### src/verilog/video_settings.svh
`ifndef VIDEO_SETTINGS_SVH
`define VIDEO_SETTINGS_SVH

`define TIMING_W 11 // Counter and timing constant width

// Switch codes
`define SW_VGA   4'b0000
`define SW_SVGA  4'b0001
`define SW_XGA   4'b0011
`define SW_HD720 4'b0010
`define SW_SXGA  4'b1000

//////////////////////////////////////////////////
// 640x480 at 60 Hz
`define HPIXELS_VGA  11'd640
`define HFNPRCH_VGA  11'd16
`define HSYNCPW_VGA  11'd96
`define HBKPRCH_VGA  11'd48
`define VLINES_VGA   11'd480
`define VFNPRCH_VGA  11'd11
`define VSYNCPW_VGA  11'd2
`define VBKPRCH_VGA  11'd32
`define NEG_SYNC_VGA 1'b1

// 800x600 at 60 Hz
`define HPIXELS_SVGA  11'd800
`define HFNPRCH_SVGA  11'd40
`define HSYNCPW_SVGA  11'd128
`define HBKPRCH_SVGA  11'd88
`define VLINES_SVGA   11'd600
`define VFNPRCH_SVGA  11'd1
`define VSYNCPW_SVGA  11'd4
`define VBKPRCH_SVGA  11'd23
`define NEG_SYNC_SVGA 1'b0

// 1024x768 at 60 Hz
`define HPIXELS_XGA  11'd1024
`define HFNPRCH_XGA  11'd24
`define HSYNCPW_XGA  11'd136
`define HBKPRCH_XGA  11'd160
`define VLINES_XGA   11'd768
`define VFNPRCH_XGA  11'd3
`define VSYNCPW_XGA  11'd6
`define VBKPRCH_XGA  11'd29
`define NEG_SYNC_XGA 1'b1

// 1280x720 at 60 Hz
`define HPIXELS_HD720  11'd1280
`define HFNPRCH_HD720  11'd72
`define HSYNCPW_HD720  11'd80
`define HBKPRCH_HD720  11'd216
`define VLINES_HD720   11'd720
`define VFNPRCH_HD720  11'd3
`define VSYNCPW_HD720  11'd5
`define VBKPRCH_HD720  11'd22
`define NEG_SYNC_HD720 1'b0

// 1280x1024 at 60 Hz
`define HPIXELS_SXGA  11'd1280
`define HFNPRCH_SXGA  11'd48
`define HSYNCPW_SXGA  11'd112
`define HBKPRCH_SXGA  11'd248
`define VLINES_SXGA   11'd1024
`define VFNPRCH_SXGA  11'd1
`define VSYNCPW_SXGA  11'd3
`define VBKPRCH_SXGA  11'd38
`define NEG_SYNC_SXGA 1'b0

`endif

### src/verilog/hdmi_timing_pkg.sv
`default_nettype none

`include "video_settings.svh"

package hdmi_timing_pkg;

  typedef logic [`TIMING_W-1:0] coord_t; // Pixel or line index, also timing constants
  typedef logic [7:0]           color_t; // One color component
  typedef logic [3:0]           sw_code_t; // Raw switch code

  // Mode selector state
  typedef enum logic [2:0]
  {
    MODE_VGA,
    MODE_SVGA,
    MODE_XGA,
    MODE_HD720,
    MODE_SXGA
  } video_mode_t;

endpackage

`default_nettype wire

### src/verilog/mode_select.sv
`timescale 1ns/100ps
`default_nettype none

`include "video_settings.svh"

module mode_select (
  input  wire                       clk50m_bufg,
  input  wire                       serdes_rst,
  input  wire hdmi_timing_pkg::sw_code_t sw,
  output hdmi_timing_pkg::coord_t   h_active,
  output hdmi_timing_pkg::coord_t   h_sync_start,
  output hdmi_timing_pkg::coord_t   h_sync_end,
  output hdmi_timing_pkg::coord_t   h_total,
  output hdmi_timing_pkg::coord_t   v_active,
  output hdmi_timing_pkg::coord_t   v_sync_start,
  output hdmi_timing_pkg::coord_t   v_sync_end,
  output hdmi_timing_pkg::coord_t   v_total,
  output logic                      sync_negative,
  output logic                      mode_change
);

  import hdmi_timing_pkg::*;

  sw_code_t    sw_meta;                    // First synchronizer flop
  sw_code_t    sw_sync;                    // Second synchronizer flop
  video_mode_t mode;
  video_mode_t mode_next;
  coord_t      h_pix, h_fp, h_pw, h_bp;    // Table entries for mode_next
  coord_t      v_lin, v_fp, v_pw, v_bp;
  logic        neg_n;

  always_ff @(posedge clk50m_bufg or posedge serdes_rst)
  begin
    if (serdes_rst)
    begin
      sw_meta <= '0;
      sw_sync <= '0;
    end
    else
    begin
      sw_meta <= sw;
      sw_sync <= sw_meta;
    end
  end

  //////////////////////////////////////////////////
  // Switch decode and mode table
  //////////////////////////////////////////////////
  always_comb
  begin
    case (sw_sync)
      `SW_VGA:  mode_next = MODE_VGA;
      `SW_SVGA: mode_next = MODE_SVGA;
      `SW_XGA:  mode_next = MODE_XGA;
      `SW_SXGA: mode_next = MODE_SXGA;
      default:  mode_next = MODE_HD720; // 720p and all unlisted codes
    endcase
  end

  always_comb
  begin
    case (mode_next)
      MODE_VGA:
      begin
        {h_pix, h_fp, h_pw, h_bp} = {`HPIXELS_VGA, `HFNPRCH_VGA, `HSYNCPW_VGA, `HBKPRCH_VGA};
        {v_lin, v_fp, v_pw, v_bp} = {`VLINES_VGA, `VFNPRCH_VGA, `VSYNCPW_VGA, `VBKPRCH_VGA};
        neg_n = `NEG_SYNC_VGA;
      end
      MODE_SVGA:
      begin
        {h_pix, h_fp, h_pw, h_bp} = {`HPIXELS_SVGA, `HFNPRCH_SVGA, `HSYNCPW_SVGA, `HBKPRCH_SVGA};
        {v_lin, v_fp, v_pw, v_bp} = {`VLINES_SVGA, `VFNPRCH_SVGA, `VSYNCPW_SVGA, `VBKPRCH_SVGA};
        neg_n = `NEG_SYNC_SVGA;
      end
      MODE_XGA:
      begin
        {h_pix, h_fp, h_pw, h_bp} = {`HPIXELS_XGA, `HFNPRCH_XGA, `HSYNCPW_XGA, `HBKPRCH_XGA};
        {v_lin, v_fp, v_pw, v_bp} = {`VLINES_XGA, `VFNPRCH_XGA, `VSYNCPW_XGA, `VBKPRCH_XGA};
        neg_n = `NEG_SYNC_XGA;
      end
      MODE_SXGA:
      begin
        {h_pix, h_fp, h_pw, h_bp} = {`HPIXELS_SXGA, `HFNPRCH_SXGA, `HSYNCPW_SXGA, `HBKPRCH_SXGA};
        {v_lin, v_fp, v_pw, v_bp} = {`VLINES_SXGA, `VFNPRCH_SXGA, `VSYNCPW_SXGA, `VBKPRCH_SXGA};
        neg_n = `NEG_SYNC_SXGA;
      end
      default:
      begin
        {h_pix, h_fp, h_pw, h_bp} = {`HPIXELS_HD720, `HFNPRCH_HD720, `HSYNCPW_HD720,
                                     `HBKPRCH_HD720};
        {v_lin, v_fp, v_pw, v_bp} = {`VLINES_HD720, `VFNPRCH_HD720, `VSYNCPW_HD720,
                                     `VBKPRCH_HD720};
        neg_n = `NEG_SYNC_HD720;
      end
    endcase
  end

  // Constants and mode_change leave this register together
  always_ff @(posedge clk50m_bufg or posedge serdes_rst)
  begin
    if (serdes_rst)
    begin
      mode          <= MODE_HD720;
      mode_change   <= 1'b0;
      sync_negative <= `NEG_SYNC_HD720;
      h_active      <= `HPIXELS_HD720;
      h_sync_start  <= `HPIXELS_HD720 + `HFNPRCH_HD720;
      h_sync_end    <= `HPIXELS_HD720 + `HFNPRCH_HD720 + `HSYNCPW_HD720;
      h_total       <= `HPIXELS_HD720 + `HFNPRCH_HD720 + `HSYNCPW_HD720 + `HBKPRCH_HD720;
      v_active      <= `VLINES_HD720;
      v_sync_start  <= `VLINES_HD720 + `VFNPRCH_HD720;
      v_sync_end    <= `VLINES_HD720 + `VFNPRCH_HD720 + `VSYNCPW_HD720;
      v_total       <= `VLINES_HD720 + `VFNPRCH_HD720 + `VSYNCPW_HD720 + `VBKPRCH_HD720;
    end
    else
    begin
      mode          <= mode_next;
      mode_change   <= (mode_next != mode); // One cycle per state change
      sync_negative <= neg_n;
      h_active      <= h_pix;
      h_sync_start  <= h_pix + h_fp;
      h_sync_end    <= h_pix + h_fp + h_pw;
      h_total       <= h_pix + h_fp + h_pw + h_bp;
      v_active      <= v_lin;
      v_sync_start  <= v_lin + v_fp;
      v_sync_end    <= v_lin + v_fp + v_pw;
      v_total       <= v_lin + v_fp + v_pw + v_bp;
    end
  end

endmodule

`default_nettype wire

### src/verilog/line_timer.sv
`timescale 1ns/100ps
`default_nettype none

module line_timer (
  input  wire                     clk50m_bufg,
  input  wire                     serdes_rst,
  input  wire                     mode_change,
  input  wire hdmi_timing_pkg::coord_t h_active,
  input  wire hdmi_timing_pkg::coord_t h_sync_start,
  input  wire hdmi_timing_pkg::coord_t h_sync_end,
  input  wire hdmi_timing_pkg::coord_t h_total,
  output hdmi_timing_pkg::coord_t hcount,
  output logic                    h_blank,
  output logic                    h_sync_raw,
  output logic                    end_line,
  output logic                    line_wrap
);

  //////////////////////////////////////////////////
  // Pixel counter
  //////////////////////////////////////////////////
  always_ff @(posedge clk50m_bufg or posedge serdes_rst)
  begin
    if (serdes_rst)
    begin
      hcount <= '0;
    end
    else if (mode_change || line_wrap)
    begin
      hcount <= '0; // New mode or end of line
    end
    else
    begin
      hcount <= hcount + 1'b1;
    end
  end

  // Decodes straight from the count
  always_comb
  begin
    line_wrap  = (hcount == h_total - 1'b1);
    end_line   = (hcount == h_active - 1'b1); // Last active pixel
    h_blank    = (hcount >= h_active);
    h_sync_raw = (hcount >= h_sync_start) && (hcount < h_sync_end);
  end

endmodule

`default_nettype wire

### src/verilog/frame_timer.sv
`timescale 1ns/100ps
`default_nettype none

module frame_timer (
  input  wire                     clk50m_bufg,
  input  wire                     serdes_rst,
  input  wire                     mode_change,
  input  wire                     line_wrap,
  input  wire hdmi_timing_pkg::coord_t v_active,
  input  wire hdmi_timing_pkg::coord_t v_sync_start,
  input  wire hdmi_timing_pkg::coord_t v_sync_end,
  input  wire hdmi_timing_pkg::coord_t v_total,
  output hdmi_timing_pkg::coord_t vcount,
  output logic                    v_blank,
  output logic                    v_sync_raw
);

  logic frame_wrap; // Last line of the frame

  //////////////////////////////////////////////////
  // Line counter
  //////////////////////////////////////////////////
  always_ff @(posedge clk50m_bufg or posedge serdes_rst)
  begin
    if (serdes_rst)
    begin
      vcount <= '0;
    end
    else if (mode_change)
    begin
      vcount <= '0;
    end
    else if (line_wrap)
    begin
      if (frame_wrap)
        vcount <= '0;
      else
        vcount <= vcount + 1'b1;
    end
  end

  always_comb
  begin
    frame_wrap = (vcount == v_total - 1'b1);
    v_blank    = (vcount >= v_active);
    v_sync_raw = (vcount >= v_sync_start) && (vcount < v_sync_end);
  end

endmodule

`default_nettype wire

### src/verilog/sync_output.sv
`timescale 1ns/100ps
`default_nettype none

module sync_output (
  input  wire                     clk50m_bufg,
  input  wire                     serdes_rst,
  input  wire                     h_blank,
  input  wire                     v_blank,
  input  wire                     h_sync_raw,
  input  wire                     v_sync_raw,
  input  wire                     sync_negative,
  input  wire hdmi_timing_pkg::color_t red_in,
  input  wire hdmi_timing_pkg::color_t green_in,
  input  wire hdmi_timing_pkg::color_t blue_in,
  output logic                    retrieve_data,
  output logic                    de,
  output logic                    hsync,
  output logic                    vsync,
  output hdmi_timing_pkg::color_t red_out,
  output hdmi_timing_pkg::color_t green_out,
  output hdmi_timing_pkg::color_t blue_out
);

  logic hsync_q; // First sync stage, polarity applied
  logic vsync_q;

  //////////////////////////////////////////////////
  // Request, enable and sync pipeline
  //////////////////////////////////////////////////
  always_ff @(posedge clk50m_bufg or posedge serdes_rst)
  begin
    if (serdes_rst)
    begin
      retrieve_data <= 1'b0;
      de            <= 1'b0;
      hsync_q       <= 1'b0;
      vsync_q       <= 1'b0;
      hsync         <= 1'b0;
      vsync         <= 1'b0;
    end
    else
    begin
      retrieve_data <= !h_blank && !v_blank; // One cycle ahead of de
      de            <= retrieve_data;
      hsync_q       <= h_sync_raw ^ sync_negative;
      vsync_q       <= v_sync_raw ^ sync_negative;
      hsync         <= hsync_q;
      vsync         <= vsync_q;
    end
  end

  // Pixel sampled while retrieve_data is high shows up with de
  always_ff @(posedge clk50m_bufg)
  begin
    red_out   <= red_in;
    green_out <= green_in;
    blue_out  <= blue_in;
  end

endmodule

`default_nettype wire

### src/verilog/hdmi_video_timing.sv
`timescale 1ns/100ps
`default_nettype none

module hdmi_video_timing (
  input  wire                       clk50m_bufg,
  input  wire                       serdes_rst,
  input  wire hdmi_timing_pkg::sw_code_t sw,
  input  wire hdmi_timing_pkg::color_t   red_in,
  input  wire hdmi_timing_pkg::color_t   green_in,
  input  wire hdmi_timing_pkg::color_t   blue_in,
  output wire                       retrieve_data, // Pixel request, one cycle before de
  output wire                       de,
  output wire                       hsync,
  output wire                       vsync,
  output wire                       end_line,
  output wire hdmi_timing_pkg::coord_t  y_pos,
  output wire hdmi_timing_pkg::color_t  red_out,
  output wire hdmi_timing_pkg::color_t  green_out,
  output wire hdmi_timing_pkg::color_t  blue_out
);

  import hdmi_timing_pkg::*;

  wire coord_t h_active, h_sync_start, h_sync_end, h_total;
  wire coord_t v_active, v_sync_start, v_sync_end, v_total;
  wire         sync_negative;
  wire         mode_change;
  wire         line_wrap;
  wire         h_blank, h_sync_raw;
  wire         v_blank, v_sync_raw;

  mode_select mode_select_inst (
    .clk50m_bufg   (clk50m_bufg),
    .serdes_rst    (serdes_rst),
    .sw            (sw),
    .h_active      (h_active),
    .h_sync_start  (h_sync_start),
    .h_sync_end    (h_sync_end),
    .h_total       (h_total),
    .v_active      (v_active),
    .v_sync_start  (v_sync_start),
    .v_sync_end    (v_sync_end),
    .v_total       (v_total),
    .sync_negative (sync_negative),
    .mode_change   (mode_change)
  );

  line_timer line_timer_inst (
    .clk50m_bufg  (clk50m_bufg),
    .serdes_rst   (serdes_rst),
    .mode_change  (mode_change),
    .h_active     (h_active),
    .h_sync_start (h_sync_start),
    .h_sync_end   (h_sync_end),
    .h_total      (h_total),
    .hcount       (),           // Pixel position not needed outside
    .h_blank      (h_blank),
    .h_sync_raw   (h_sync_raw),
    .end_line     (end_line),
    .line_wrap    (line_wrap)
  );

  frame_timer frame_timer_inst (
    .clk50m_bufg  (clk50m_bufg),
    .serdes_rst   (serdes_rst),
    .mode_change  (mode_change),
    .line_wrap    (line_wrap),
    .v_active     (v_active),
    .v_sync_start (v_sync_start),
    .v_sync_end   (v_sync_end),
    .v_total      (v_total),
    .vcount       (y_pos),
    .v_blank      (v_blank),
    .v_sync_raw   (v_sync_raw)
  );

  sync_output sync_output_inst (
    .clk50m_bufg   (clk50m_bufg),
    .serdes_rst    (serdes_rst),
    .h_blank       (h_blank),
    .v_blank       (v_blank),
    .h_sync_raw    (h_sync_raw),
    .v_sync_raw    (v_sync_raw),
    .sync_negative (sync_negative),
    .red_in        (red_in),
    .green_in      (green_in),
    .blue_in       (blue_in),
    .retrieve_data (retrieve_data),
    .de            (de),
    .hsync         (hsync),
    .vsync         (vsync),
    .red_out       (red_out),
    .green_out     (green_out),
    .blue_out      (blue_out)
  );

endmodule

`default_nettype wire

### config.mk
export PLATFORM = sky130hd
export DESIGN_NAME = hdmi_video_timing
export DESIGN_NICKNAME = d
export VERILOG_FILES = /design/src/verilog/hdmi_timing_pkg.sv /design/src/verilog/mode_select.sv /design/src/verilog/line_timer.sv /design/src/verilog/frame_timer.sv /design/src/verilog/sync_output.sv /design/src/verilog/hdmi_video_timing.sv
export VERILOG_INCLUDE_DIRS = /design/src /design/src/verilog
export SDC_FILE = /design/constraint.sdc
export NUM_CORES = 1
export LEC_CHECK = 0
export BUFFER_PORTS_ARGS = -buffer_cell sky130_fd_sc_hd__buf_2
export CAP_MARGIN = 10
export CORE_MARGIN = 2
export CORE_UTILIZATION = 55
export CTS_CLUSTER_SIZE = 16
export DETAILED_ROUTE_END_ITERATION = 12
export PLACE_DENSITY = 0.75
export SLEW_MARGIN = 40
export SYNTH_ARGS = -nofsm -noshare
export SYNTH_HDL_FRONTEND = slang
export SYNTH_HIERARCHICAL = 1
export SYNTH_SLANG_ARGS = --single-unit
### constraint.sdc
create_clock -name clk50m_bufg -period 4.35 [get_ports clk50m_bufg]
set_input_delay 0.435 -clock clk50m_bufg [delete_from_list [all_inputs] [get_ports clk50m_bufg]]
set_output_delay 0.435 -clock clk50m_bufg [all_outputs]
set_load 0.05 [all_outputs]
==> qor.yml <==
power:
  internal_power_w: 0.00249
  power_switching_share: 0.278
  power_density_nw_per_um2: 388
  sequentialPowerShare: 0.406
  comb_power_share: 0.163
  netSwitchingPower_w: 0.000956
  power.clock.fraction: 0.431
  vdd.ir_drop.worst_mv: 0.327
  leakage_nw: 4.29
final_layout:
  final_layout_size_suffix_gt1_frac: 0.209
  finish.utilization: 0.636
  layout-area-overhead-vs-synth_pct: 12.4
  area_of_all_sequential_standard_cells_um2: 3100
  finish.cell_count_without_fillers: 1050
  multiInputGateArea_um2: 4160
  post_route_cell_area_um2: 8870
  n_fill_cell: 1126
  n_antenna_cell: 0
  finish.net_count: 976
worst_setup_path:
  timing.setup.critical_path_class: "reg2reg"
  crit_family: "compound AO/OA/AOI/OAI gates"
  worstPathCellList: "nor2b_1 > and2b_1 > o21ai_1 > inv_1 > ha_1 > nor3b_1 > nor2_1 > o22ai_1 > xnor2_1 > ha_1 > o21ai_0 > o21bai_1 > a21o_1 > o311ai_2 > xor2_1"
  critical_path_peak_fanout: 19
  cp.arrival_ps: 3930
  critical-path-top-cell-by-count: "sky130_fd_sc_hd__ha_1"
  critical_path.max_stage_delay_ps: 710
  worstPathRequired_ps: 4650
  worst_setup_path_start_kind: "flop"
  worstSetupEndpointType: "flop"
  critPathSlowestCell: "sky130_fd_sc_hd__dfrtp_1"
  worstPathBufferInverterCount: 1
timing:
  grt_setup_unrepaired: "no"
  layout_worst_path_cycle_share: 0.834
  fin_worst_skew_ps: 14.8
  finalHoldViolCount: 0
  report.final.setup_viol: 0
  worst-slew-pin-transition_ps: 688
  final_max_slew_viol_count: 0
  worst_slew_margin_rel: 0.541
  max_freq_mhz: 276
  finalCriticalPeriod_ps: 3630
  fin_setup_tns_ps: 0
yosys:
  postSynth.topFlopCell: "sky130_fd_sc_hd__dfrtp_1"
  yosys-top-cells-area: "sky130_fd_sc_hd__dfrtp_1 21%, sky130_fd_sc_hd__ha_1 14%, sky130_fd_sc_hd__dfstp_2 12%, sky130_fd_sc_hd__dfxtp_1 6.1%, sky130_fd_sc_hd__xnor2_1 5.5%"
  yosysWarningCount: 6
  synth_area_um2: 7890
  register_bit_count_reported_by_yosys: 127
  synth_async_sr_flop_share: 0.811
  syn_area_per_cell_um2: 9.90
  synth_top_cells_by_count: "98 x sky130_fd_sc_hd__inv_1, 87 x sky130_fd_sc_hd__ha_1, 67 x sky130_fd_sc_hd__dfrtp_1"
  synth_most_common_cell: "sky130_fd_sc_hd__inv_1"
  synth.lib_cells_used.distinct: 82
  synth_top_cell_by_area: "sky130_fd_sc_hd__dfrtp_1"
  synth_top_cell_area_share: 0.212
  synth_enable_flop_cells: 0
  post_synth_inst_count: 797
  yosysSeqAreaShare: 0.393
floorplanning:
  fp.dieW_um: 124
  number_of_i_o_pins: 70
  die_h_um: 124
  initial_core_util: 0.566
  die-area_um2: 15300
  design.core.area_um2: 13900
  rows: 43
global_routing:
  antenna_found_initial: 0
  grtUsageTotal: 0.227
  grt_overflow: 0
  first_global_vias: 5208
  grt_first_pass_wirelength_um: 26000
  grt_start_max_net_pins: 42
drt:
  routed-via-count: 5586
  wirelength_um: 16000
  dr.pass1.iters: 5
  route.antenna.remaining_nets: 0
  drc: 0
  initialDrtViolationCount: 366
  vias_per_cell: 5.32
  wl_per_cell_um: 15.3
placement:
  dpl.cell_count: 1017
  placer_congestion_estimate: 0.887
  buffer_ports.inserted: 69
  place_area_um2: 8230
  place.detailed.hpwl_um: 11800
run:
  max-cap-violations: 0
min_path:
  timing.hold.worst.class: "in2reg"
clock_tree:
  ctsRootBufferMaster: "sky130_fd_sc_hd__clkbuf_16"
  cts_htree_levels: 4
  post-cts-setup-buffers: 0
  cts_made_buffers: 17
  clkTransAtPathRegs_ps: 60
  tritoncts: "done"
  clock_sinks: 127
  insertion_delay_ps: 420
  cts_max_path_buffers: 2
status:
  outcome: "complete, no violations"
## registers in the layout, indices dropped and copies added (netlist names), 3 cells and up
register                       count
frame_timer_inst/vcount           11
line_timer_inst/hcount            11
mode_select_inst/v_total          11
mode_select_inst/v_sync_end       10
mode_select_inst/h_sync_end        8
mode_select_inst/h_total           8
mode_select_inst/v_sync_start      8
sync_output_inst/blue_out          8
sync_output_inst/green_out         8
sync_output_inst/red_out           8
mode_select_inst/h_sync_start      6
mode_select_inst/v_active          6
mode_select_inst/h_active          5
mode_select_inst/sw_meta           4
mode_select_inst/sw_sync           4
mode_select_inst/mode              3
## worst paths after layout
kind | endpoint | slack, ps | start | depth (start not counted)
max reg2reg | mode_select_inst/v_total[8]$_DFF_PP0_ | 720 | mode_select_inst/sw_sync[1]$_DFF_PP0_ | 15
min reg2reg | sync_output_inst/hsync$_DFF_PP0_ | 340 | sync_output_inst/hsync_q$_DFF_PP0_ | 0
min | sync_output_inst/green_out[3]$_DFF_P_ | 110 | green_in[3] | 1
min in group asynchronous | sync_output_inst/de$_DFF_PP0_ | 520 | serdes_rst | 3
max in group asynchronous | mode_select_inst/v_total[6]$_DFF_PP1_ | 2750 | serdes_rst | 4
max | mode_select_inst/v_total[8]$_DFF_PP0_ | 720 | mode_select_inst/sw_sync[1]$_DFF_PP0_ | 15
## repair_timing
item | in CTS | in global routing
resized for setup | 0 | 0
hold buffers | 1 | 0
hold endpoints to repair | 6 | 0
## placed cells by master, fill, tap and decap left out, drive strengths merged, types with 16 or more instances in the layout
cell type and count:
inv 102, ha 87, buf 72, dfrtp 67, nor2 58, xnor2 51
dfstp 36, a21oi 36, xor2 31, nand2 27, o21ai 27, dfxtp 24
clkbuf 21, conb 20, nor3 19, nand2b 17, a21o 16
## cell families (layout without fill, tap and decap cells)
logic type                 Yosys count  in the layout  synth area share
AOI/OAI and AO/OA                  135            135             0.121
adders and majority gates           89             89             0.143
muxes                                4              4           0.00507
xor gates and xnor gates            82             82            0.0920
DFF                                127            127             0.393
buffers and inverters              150            205            0.0880
other                                2             20          0.000952
and+or+nand+nor                    208            208             0.157
## metrics by stage
step / hold WS (ps) / power [W] / setup WS (ps)
after global routing: 94.9 / 0.00360 / 367
after CTS: 92.1 / 0.00347 / 730
after global placement: 331 / 0.00196 / 909
final: 112 / 0.00344 / 722
after detailed placement: 335 / 0.00197 / 760
after floorplan: 226 / 0.00187 / 102
## area by class of cell
type,count,share of cell area
Clock buffer,21,0.0530
Clock inverter,11,0.0174
Inverter,100,0.0425
Multi-Input combinational cell,538,0.469
Sequential cell,127,0.350
Tap cell,180,0.0254
Timing Repair Buffer,73,0.0426
## layer usage
metal,GRT usage,part of all wire,vias to the layer above
li1,-,-,2784
met1,0.303,0.47,2624
met2,0.353,0.46,151
met3,0.0559,0.050,27
met4,0.0909,0.019,0
met5,0,0,-
## power groups by stage
stage,registers [W],clock network (W),logic (W)
floorplan,0.00142,0,0.000452
global placement,0.00142,0,0.000544
detailed placement,0.00142,0,0.000554
CTS,0.00140,0.00151,0.000558
global route,0.00142,0.00156,0.000626
finish,0.00140,0.00148,0.000560
(Power assumes the default switching activity.)
